`src/rtl/l1_cache_defines.svh`:
```
// L1 data cache geometry
// word width, number of sets, block size and the start of the
// non-cacheable address range, plus the field widths derived from them

`ifndef L1_CACHE_DEFINES_SVH
`define L1_CACHE_DEFINES_SVH

`define L1_WORD_W          32
`define L1_N_SETS          16
`define L1_BLOCK_WORDS     2
`define L1_NONCACHE_BASE   32'h8000_0000

// derived widths
`define L1_BYTE_LANES      (`L1_WORD_W / 8)
`define L1_BYTE_OFF_W      $clog2(`L1_BYTE_LANES)
`define L1_SET_W           $clog2(`L1_N_SETS)
`define L1_OFF_W           $clog2(`L1_BLOCK_WORDS)
`define L1_TAG_W           (`L1_WORD_W - `L1_SET_W - `L1_OFF_W - `L1_BYTE_OFF_W)

`endif

```
`src/rtl/l1_cache_pkg.sv`:
```
// L1 data cache types
// address fields, the frame layout, the bus request/response bundles
// shared by the processor and memory sides, and the controller states

`include "l1_cache_defines.svh"

package l1_cache_pkg;

    typedef logic [`L1_WORD_W-1:0]     word_t;
    typedef logic [`L1_BYTE_LANES-1:0] byte_en_t;
    typedef logic [`L1_SET_W-1:0]      set_idx_t;
    typedef logic [`L1_OFF_W-1:0]      blk_off_t;
    typedef logic [`L1_TAG_W-1:0]      tag_t;

    // processor address split, msb first
    typedef struct packed {
        tag_t                       tag;
        set_idx_t                   idx;
        blk_off_t                   off;
        logic [`L1_BYTE_OFF_W-1:0]  byte_off;
    } cache_addr_t;

    typedef struct packed {
        logic                           valid;
        logic                           dirty;
        tag_t                           tag;
        word_t [`L1_BLOCK_WORDS-1:0]    data;   // indexed by block offset
    } cache_frame_t;

    // same bundle on both buses
    typedef struct packed {
        logic     ren;
        logic     wen;
        word_t    addr;
        word_t    wdata;
        byte_en_t byte_en;
    } bus_req_t;

    typedef struct packed {
        logic  busy;
        word_t rdata;
    } bus_rsp_t;

    typedef enum logic [2:0] {
        IDLE,
        WRITEBACK,
        FETCH,
        FLUSH_CHECK,
        FLUSH_WB
    } ctrl_state_t;

endpackage

```
`src/rtl/cache_frame_store.sv`:
```
// cache frame array
// one frame per set: valid, dirty, tag and data block;
// asynchronous read, whole-frame write on the clock edge

`timescale 1ns/1ns

`include "l1_cache_defines.svh"

module cache_frame_store
    import l1_cache_pkg::*;
(
    input  logic         CLK,
    input  logic         nRST,
    input  set_idx_t     rd_idx,
    output cache_frame_t rd_frame,
    input  logic         wr_en,
    input  set_idx_t     wr_idx,
    input  cache_frame_t wr_frame
);
    cache_frame_t frames [0:`L1_N_SETS-1];

    // lookup sees the frame in the same cycle as the address
    assign rd_frame = frames[rd_idx];

    always_ff @(posedge CLK, negedge nRST) begin
        if (!nRST) begin
            // every frame comes up invalid and clean
            for (int i = 0; i < `L1_N_SETS; i++) begin
                frames[i] <= '0;
            end
        end else if (wr_en) begin
            frames[wr_idx] <= wr_frame;     // hit merge, fill or invalidate
        end
    end

endmodule

```
`src/rtl/cache_lookup.sv`:
```
// cache lookup
// splits the processor address, compares the tag of the indexed frame,
// flags the non-cacheable range and prepares the byte-merged write data
// for both a write hit and an uncached write

`timescale 1ns/1ns

`include "l1_cache_defines.svh"

module cache_lookup
    import l1_cache_pkg::*;
(
    input  bus_req_t     proc_req,
    input  cache_frame_t rd_frame,
    output cache_addr_t  req_addr,
    output logic         hit,
    output logic         uncached,
    output word_t        hit_word,
    output cache_frame_t hit_wr_frame,
    output word_t        uncached_wdata
);
    word_t lane_mask;   // byte enables widened to one bit per data bit
    word_t merged_word;

    assign req_addr = cache_addr_t'(proc_req.addr);
    assign uncached = (proc_req.addr >= `L1_NONCACHE_BASE);

    // uncached addresses carry the top tag bit, so they never match a cached tag
    assign hit      = rd_frame.valid && (rd_frame.tag == req_addr.tag);
    assign hit_word = rd_frame.data[req_addr.off];

    always_comb begin
        for (int i = 0; i < `L1_BYTE_LANES; i++) begin
            lane_mask[i*8 +: 8] = {8{proc_req.byte_en[i]}};
        end
    end

    // enabled lanes take new data, the rest keep the cached bytes
    assign merged_word = (hit_word & ~lane_mask) | (proc_req.wdata & lane_mask);

    always_comb begin
        hit_wr_frame                    = rd_frame;
        hit_wr_frame.dirty              = 1'b1;
        hit_wr_frame.data[req_addr.off] = merged_word;
    end

    // memory sees zeros on lanes that are not written
    assign uncached_wdata = proc_req.wdata & lane_mask;

endmodule

```
`src/rtl/cache_ctrl.sv`:
```
// cache controller
// serves hits from IDLE, runs write-back and block fill on a miss,
// passes non-cacheable accesses straight to memory, and walks every
// set on flush, writing back dirty frames and invalidating the array

`timescale 1ns/1ns

`include "l1_cache_defines.svh"

module cache_ctrl
    import l1_cache_pkg::*;
(
    input  logic         CLK,
    input  logic         nRST,
    input  logic         flush,
    output logic         flush_done,
    input  bus_req_t     proc_req,
    output bus_rsp_t     proc_rsp,
    output bus_req_t     mem_req,
    input  bus_rsp_t     mem_rsp,
    input  cache_addr_t  req_addr,
    input  logic         hit,
    input  logic         uncached,
    input  word_t        hit_word,
    input  cache_frame_t hit_wr_frame,
    input  word_t        uncached_wdata,
    input  cache_frame_t rd_frame,
    output set_idx_t     rd_idx,
    output set_idx_t     wr_idx,
    output logic         wr_en,
    output cache_frame_t wr_frame
);
    // one spare bit so the fill can count past its last word
    typedef logic [`L1_OFF_W:0] word_cnt_t;

    ctrl_state_t  state, next_state;
    word_cnt_t    word_cnt, next_word_cnt;
    set_idx_t     set_cnt, next_set_cnt;
    cache_frame_t fill_frame;               // block being collected during FETCH
    blk_off_t     word_idx;
    logic         flushing;
    logic         last_word;
    logic         fill_full;
    logic         beat_done;
    logic         proc_active;
    cache_addr_t  victim_addr;
    cache_addr_t  fill_addr;

    assign word_idx    = word_cnt[`L1_OFF_W-1:0];
    assign last_word   = (word_cnt == word_cnt_t'(`L1_BLOCK_WORDS - 1));
    assign fill_full   = (word_cnt == word_cnt_t'(`L1_BLOCK_WORDS));
    assign beat_done   = ~mem_rsp.busy;
    assign proc_active = proc_req.ren || proc_req.wen;

    // flush walks the array with its own counter
    assign flushing = (state == FLUSH_CHECK) || (state == FLUSH_WB);
    assign rd_idx   = flushing ? set_cnt : req_addr.idx;
    assign wr_idx   = rd_idx;

    // victim address covers both miss write-back and flush write-back
    assign victim_addr = '{tag: rd_frame.tag, idx: rd_idx, off: word_idx, byte_off: '0};
    assign fill_addr   = '{tag: req_addr.tag, idx: req_addr.idx, off: word_idx, byte_off: '0};

    always_ff @(posedge CLK, negedge nRST) begin
        if (!nRST) begin
            state    <= IDLE;
            word_cnt <= '0;
            set_cnt  <= '0;
        end else begin
            state    <= next_state;
            word_cnt <= next_word_cnt;
            set_cnt  <= next_set_cnt;
        end
    end

    always_ff @(posedge CLK) begin
        if (state == FETCH && !fill_full && beat_done) begin
            fill_frame.valid          <= 1'b1;
            fill_frame.dirty          <= 1'b0;  // fresh from memory
            fill_frame.tag            <= req_addr.tag;
            fill_frame.data[word_idx] <= mem_rsp.rdata;
        end
    end

    always_comb begin
        next_state    = state;
        next_word_cnt = word_cnt;
        next_set_cnt  = set_cnt;
        proc_rsp      = '{busy: 1'b1, rdata: '0};
        mem_req       = '0;
        wr_en         = 1'b0;
        wr_frame      = '0;
        flush_done    = 1'b0;

        case (state)
            IDLE: begin
                if (flush) begin
                    next_state = FLUSH_CHECK;   // requests wait while flush is up
                end else if (proc_active) begin
                    if (uncached) begin
                        mem_req       = proc_req;
                        mem_req.wdata = uncached_wdata;
                        proc_rsp      = mem_rsp;
                    end else if (hit) begin
                        proc_rsp.busy = 1'b0;
                        if (proc_req.ren) begin
                            proc_rsp.rdata = hit_word;
                        end else begin
                            wr_en    = 1'b1;
                            wr_frame = hit_wr_frame;
                        end
                    end else if (rd_frame.valid && rd_frame.dirty) begin
                        next_state = WRITEBACK;
                    end else begin
                        next_state = FETCH;
                    end
                end
            end

            // both write-back flavours drive the same beats
            WRITEBACK, FLUSH_WB: begin
                mem_req.wen     = 1'b1;
                mem_req.addr    = victim_addr;
                mem_req.wdata   = rd_frame.data[word_idx];
                mem_req.byte_en = '1;
                if (beat_done) begin
                    if (last_word) begin
                        next_word_cnt = '0;
                        if (state == WRITEBACK) begin
                            next_state = FETCH;     // fill overwrites the victim
                        end else begin
                            wr_en      = 1'b1;      // wr_frame stays zero, frame invalid
                            next_state = FLUSH_CHECK;
                        end
                    end else begin
                        next_word_cnt = word_cnt + 1'b1;
                    end
                end
            end

            FETCH: begin
                if (fill_full) begin
                    wr_en         = 1'b1;
                    wr_frame      = fill_frame;
                    next_word_cnt = '0;
                    next_state    = IDLE;           // retried as a hit
                end else begin
                    mem_req.ren     = 1'b1;
                    mem_req.addr    = fill_addr;
                    mem_req.byte_en = '1;
                    if (beat_done) begin
                        next_word_cnt = word_cnt + 1'b1;
                    end
                end
            end

            FLUSH_CHECK: begin
                if (rd_frame.valid && rd_frame.dirty) begin
                    next_state = FLUSH_WB;
                end else begin
                    wr_en        = 1'b1;            // clean or empty, just invalidate
                    next_set_cnt = set_cnt + 1'b1;  // wraps back to set 0 at the end
                    if (set_cnt == set_idx_t'(`L1_N_SETS - 1)) begin
                        flush_done = 1'b1;
                        next_state = IDLE;
                    end
                end
            end

            default: next_state = IDLE;
        endcase
    end

endmodule

```
`src/rtl/l1_cache.sv`:
```
// L1 data cache, top level
// direct mapped, write-back, write-allocate; sits between the processor
// bus and the memory bus, with pass-through of the non-cacheable range
// and a flush that writes back and invalidates every frame

`timescale 1ns/1ns

`include "l1_cache_defines.svh"

module l1_cache
    import l1_cache_pkg::*;
(
    input  logic     CLK,
    input  logic     nRST,
    input  logic     flush,
    output logic     flush_done,
    input  bus_req_t proc_req,
    output bus_rsp_t proc_rsp,
    output bus_req_t mem_req,
    input  bus_rsp_t mem_rsp
);
    cache_addr_t  req_addr;
    logic         hit;
    logic         uncached;
    word_t        hit_word;
    cache_frame_t hit_wr_frame;
    word_t        uncached_wdata;

    // frame array ports
    set_idx_t     rd_idx;
    set_idx_t     wr_idx;
    cache_frame_t rd_frame;
    cache_frame_t wr_frame;
    logic         wr_en;

    cache_lookup u_lookup (
        .proc_req       (proc_req),
        .rd_frame       (rd_frame),
        .req_addr       (req_addr),
        .hit            (hit),
        .uncached       (uncached),
        .hit_word       (hit_word),
        .hit_wr_frame   (hit_wr_frame),
        .uncached_wdata (uncached_wdata)
    );

    cache_frame_store u_frames (
        .CLK      (CLK),
        .nRST     (nRST),
        .rd_idx   (rd_idx),
        .rd_frame (rd_frame),
        .wr_en    (wr_en),
        .wr_idx   (wr_idx),
        .wr_frame (wr_frame)
    );

    cache_ctrl u_ctrl (
        .CLK            (CLK),
        .nRST           (nRST),
        .flush          (flush),
        .flush_done     (flush_done),
        .proc_req       (proc_req),
        .proc_rsp       (proc_rsp),
        .mem_req        (mem_req),
        .mem_rsp        (mem_rsp),
        .req_addr       (req_addr),
        .hit            (hit),
        .uncached       (uncached),
        .hit_word       (hit_word),
        .hit_wr_frame   (hit_wr_frame),
        .uncached_wdata (uncached_wdata),
        .rd_frame       (rd_frame),
        .rd_idx         (rd_idx),
        .wr_idx         (wr_idx),
        .wr_en          (wr_en),
        .wr_frame       (wr_frame)
    );

endmodule

```
`config.mk`:
```
export PLATFORM = sky130hd
export DESIGN_NAME = l1_cache
export DESIGN_NICKNAME = d
export VERILOG_FILES = /design/src/rtl/l1_cache_pkg.sv /design/src/rtl/cache_frame_store.sv /design/src/rtl/cache_lookup.sv /design/src/rtl/cache_ctrl.sv /design/src/rtl/l1_cache.sv
export VERILOG_INCLUDE_DIRS = /design/src /design/src/rtl
export SDC_FILE = /design/constraint.sdc
export NUM_CORES = 2
export LEC_CHECK = 0
export ABC_AREA = 1
export BUFFER_PORTS_ARGS = -buffer_cell sky130_fd_sc_hd__buf_2
export CORE_MARGIN = 2
export CORE_UTILIZATION = 42
export CTS_CLUSTER_DIAMETER = 100
export DETAILED_ROUTE_END_ITERATION = 8
export PLACE_DENSITY = 0.55
export SKIP_LAST_GASP = 1
export SLEW_MARGIN = 20
export SYNTH_ARGS = -nofsm -noshare
export SYNTH_HDL_FRONTEND = slang
export SYNTH_HIERARCHICAL = 1
export SYNTH_SLANG_ARGS = --single-unit
export TNS_END_PERCENT = 100
```
`constraint.sdc`:
```
create_clock -name CLK -period 6 [get_ports CLK]
set_input_delay 0.3 -clock CLK [delete_from_list [all_inputs] [get_ports CLK]]
set_output_delay 0.3 -clock CLK [all_outputs]
set_load 0.005 [all_outputs]
```
* Yosys cells after proc, flatten, opt, wreduce, memory -nomap -nowiden *
Index checks and enable logic that the tools add are counted.

storage, ports and cells
  bits in registers = 1,554
  latch bits = 0
  bits in writable memories = 0
  ROM bits = 0
  input port bits = 106
  output and inout port bits = 104
  word-level logic and storage cells = 206
  memories kept = 0

operators by class
  $add $sub $neg = 2
  $mul = 0
  div/mod/pow operators = 0
  order comparisons = 7
  equality and inequality tests = 16
  shifts and indexed selects = 0
  muxes and demuxes = 72
  bitwise logic cells = 7
  reductions and logical operators = 16

operators with widths
  kind                                                       count
  bitwise mux 1456 bit                                       1
  2-to-1 mux 91 bit                                          9
  binary-select mux 91 bit (select 4 bit)                    1
  demux 91 bit (select 4 bit)                                1
  2-to-1 mux 32 bit                                          8
  2-to-1 mux 70 bit                                          3
  one-hot mux 91 bit (2 select lines)                        1
  2-to-1 mux 33 bit                                          5
  bitwise mux 64 bit                                         2
  one-hot mux 32 bit (3 select lines)                        1
  bitwise AND 32 bit                                         2
  demux 32 bit (select 1 bit)                                2
  one-hot mux 32 bit (2 select lines)                        1
  greater-or-equal comparator 32 bit, second input constant  1
  inverter 32 bit                                            1
  bitwise OR 32 bit                                          1
  2-to-1 mux 3 bit                                           9
  equality test 25 bit                                       1
  2-to-1 mux 1 bit                                           15
  one-hot mux 3 bit (4 select lines)                         1
  one-hot mux 4 bit (3 select lines)                         1
  2-to-1 mux 2 bit                                           5
  != test 3 bit, second input constant                       3
  2-to-1 mux 4 bit                                           2
  29 further kinds                                           43

* Depth between registers and ports, before layout *
  depth after elaboration = 19
  mapped depth = 36
  mapped depth without buffers = 29

* By module *
The synthesis kept the hierarchy.

modules (own cells, without submodules)
  module             instances  cells each  area each (µm²)  seq. area each (µm²)
  cache_frame_store  1          9,444       70,385.0         36,434.9
  cache_ctrl         1          834         6,515.0          2,897.8
  cache_lookup       1          614         2,793.9          0.0

* Least setup slack after synthesis *
Ideal clock, no wire load.

  path kind = flip-flop to flip-flop
  start point = register u_ctrl.state[1]
  end point = register u_frames/frames[1000] (netlist name)
  setup time = 0.130 ns
  data arrival time = 3.952 ns
  data required time = 5.870 ns
  path slack = 1.918 ns
  cell stages (with the launch flop) = 37
  buffers on the path = 9
  clock period less this slack = 4.082 ns
  cells stage by stage = dfrtp_1 buf_4 nor2_4 nand2_1 nand2_1 buf_2 o21a_1 buf_4 inv_2 buf_4 buf_6 buf_2 nand2_1 nand3_1 nand3_1 nand3_1 nand2_1 inv_1 nand2_1 nand2_1 nor2_1 nand2_1 nor2_1 nand2_1 nor2_1 nand2_1 nor2_4 nand2_1 o2111ai_1 buf_2 nand2_1 nor2_1 nand2_1 buf_2 buf_2 nand2_1 o21ai_0

RTL lines
  element                        RTL line                 RTL
  start, declared                cache_ctrl.sv:36         ctrl_state_t state, next_state;
  start signal, assigned         cache_ctrl.sv:70         state <= next_state;
  end signal, assigned by index  cache_frame_store.sv:32  frames[wr_idx] <= wr_frame;
  end, declared                  cache_frame_store.sv:20  cache_frame_t frames [0:`L1_N_SETS-1];

==> flow_metrics.tcl <==
set metrics [dict create \
    status "finished, final reports clean" \
    cts_buffers 176 \
    drc 0 \
    dieArea_um2 193000 \
    grt_pass1_wl_um 417000 \
    end_kind "output pin" \
    die_w_um 440 \
    p_per_area_nw_per_um2 458 \
    gp_congestion 0.884 \
    finalPower_mw 40.6 \
    syn_inst 10889 \
    viasPerCell 5.25 \
    grt_usage 0.281 \
    vias 69963 \
    worst-slew-pin-transition_ns 1.17 \
    wl_per_cell_um 20.5 \
    routed_wl_um 274000 \
    skew_ns 0.0248 \
    cts_tree "built" \
    regToRegStartpoint "u_ctrl/state[0]" \
    setup_viol 0 \
    overflow 0 \
    vdd_drop_max_mv 0.325 \
    grt_pass1_vias 67166 \
    r2r_slack_ns 0.18 \
    p_leak_nw 42.8 \
    hold_viol 0 \
    path_clk_slew_ns 0.06 \
    timing.rr.end "u_frames/frames[667]" \
    maxCapViolCount 0 \
    synth_nets 10996 \
    antenna_found_initial 3 \
    place_hpwl_um 153000 \
    drt_iter0_drc 6878 \
    start_kind "register" \
    io_pins 210 \
    drive_above_1_share 0.0695 \
    layout.nets 10797 \
    clockRootBuffer "clkbuf_16" \
    rr_worst_depth 24 \
    utilization 0.472 \
    synth_area_um2 79700 \
    ant_nets 0 \
    first_pass_iters 6 \
    io_buffers 209 \
    max_freq_mhz 171 \
    rsz0062_at_grt "yes" \
    criticalPathCategory "reg2out" \
    hold_path_class "in2async" \
    avgSynthCellArea_um2 7.32 \
    start_util 0.423 \
    drv_slew 0 \
    fin_crit_ns 5.85 \
    cts_max_path_buffers 3 \
    crit_fanout 167 \
    fin_crit_sh 0.974 \
    die_h_um 440 \
    cts_num_sinks 1554 \
    yosysWarnings 6 \
    grt_max_degree 168 \
    cp.required_ns 5.70 \
    insertedDiodeCount 0 \
    critPathArrivalTime_ns 5.55 \
    fin_hold_ws_ns 0.0257 \
    htree_levels 4 \
    syn_to_final_growth_pct 11.4 \
    clk_latency_ns 0.83 \
    rows 159 \
    maxSlewHeadroom 0.218 \
    core_um2 188000 \
]
worst max-delay path by stage:
| stage | startpoint | to | cells after the start |
|---|---|---|---|
| final | u_ctrl/state[0] | proc_rsp[7] | 19 |
| after global routing | u_ctrl/state[2] | u_frames/frames[670] | 27 |
| after CTS | u_ctrl/state[0] | proc_rsp[6] | 19 |
| after detailed placement | u_ctrl/state[0] | u_frames/frames[1232] | 25 |
| after global placement | u_ctrl/state[2] | u_frames/frames[1446] | 25 |
| after floorplan | u_ctrl/state[1] | u_frames/frames[1000] | 36 |
stage by stage:
| step | TNS [ns] | instance area, um2 | instances | setup WS (ns) |
|---|---|---|---|---|
| final | 0 | 88700 | 13331 | 0.155 |
| after floorplan | 0 | 79700 | 10889 | 1.92 |
| after detailed placement | 0 | 82200 | 12938 | 0.252 |
| after global routing | -0.245 | 88700 | 13331 | -0.0285 |
| after global placement | 0 | 82200 | 12938 | 0.396 |
| after CTS | 0 | 88600 | 13323 | 0.0489 |
layer usage:
| layer | track usage | wire length (um) |
|---|---|---|
| met5 | 0 | 0 |
| met4 | 0.102 | 10100 |
| met3 | 0.0426 | 19700 |
| met2 | 0.445 | 123000 |
| met1 | 0.389 | 121000 |
power breakdown:
part	switching [mW]	internal [mW]	total [mW]
Combinational	11.3	4.67	16.0
Clock	4.53	6.37	10.9
Sequential	0.742	13.0	13.7
final cells by class:
| type | instances | area [um2] |
|---|---|---|
| fillers | 18809 | 99500 |
| flip-flops and latches | 1554 | 39300 |
| multi-input cells | 6811 | 30000 |
| inverters | 1666 | 6290 |
| clock buffers | 269 | 5250 |
| repair buffers | 481 | 4140 |
| well taps | 2495 | 3120 |
| clock inverters | 55 | 559 |
sequential cells by signal (all words and copies together), names as in the netlist:
register	flops
u_ctrl/state	3
u_frames/frames	1456
u_ctrl/word_cnt	2
u_ctrl/fill_frame	89
u_ctrl/set_cnt	4
repair_timing:
item / 4_1_cts / 5_1_grt
pin swaps: 1 / 1
cloned: 0 / 2
buffers inserted: 2 / 6
endpoints found under the hold margin: 194 / 0
endpoints found under the setup margin: 1 / 175
resized for setup: 0 / 10
hold buffers: 59 / 0
critical path, stage by stage, from the launching register on:
cell	delay, ns
dfrtp_1	0.48
nor2_4	0.17
nand2_1	0.09
nand2_1	0.16
nand2_1	0.11
o21a_4	0.19
clkinv_8	0.18
buf_12	0.23
buf_12	0.42
buf_16	0.55
nand2_1	0.10
nand3_1	0.10
nand3_1	0.09
nand3_1	0.11
nand2_1	0.12
o21ai_0	0.73
inv_1	0.23
a22oi_1	0.22
nor2_1	0.05
buf_2	0.16
cell usage in the layout (no fill, tap or decap), types with 50 or more instances in the layout:
cell type	n
edfxtp_1	89
buf_4	143
o21ai_0	1555
buf_2	207
nand2_1	3649
buf_12	65
clkbuf_1	50
nand3_1	1368
nor2_1	66
inv_1	1656
dlygate4sd3_1	59
dfrtp_1	1464
clkbuf_16	183
No activity file was read; power rests on OpenSTA's default activity.
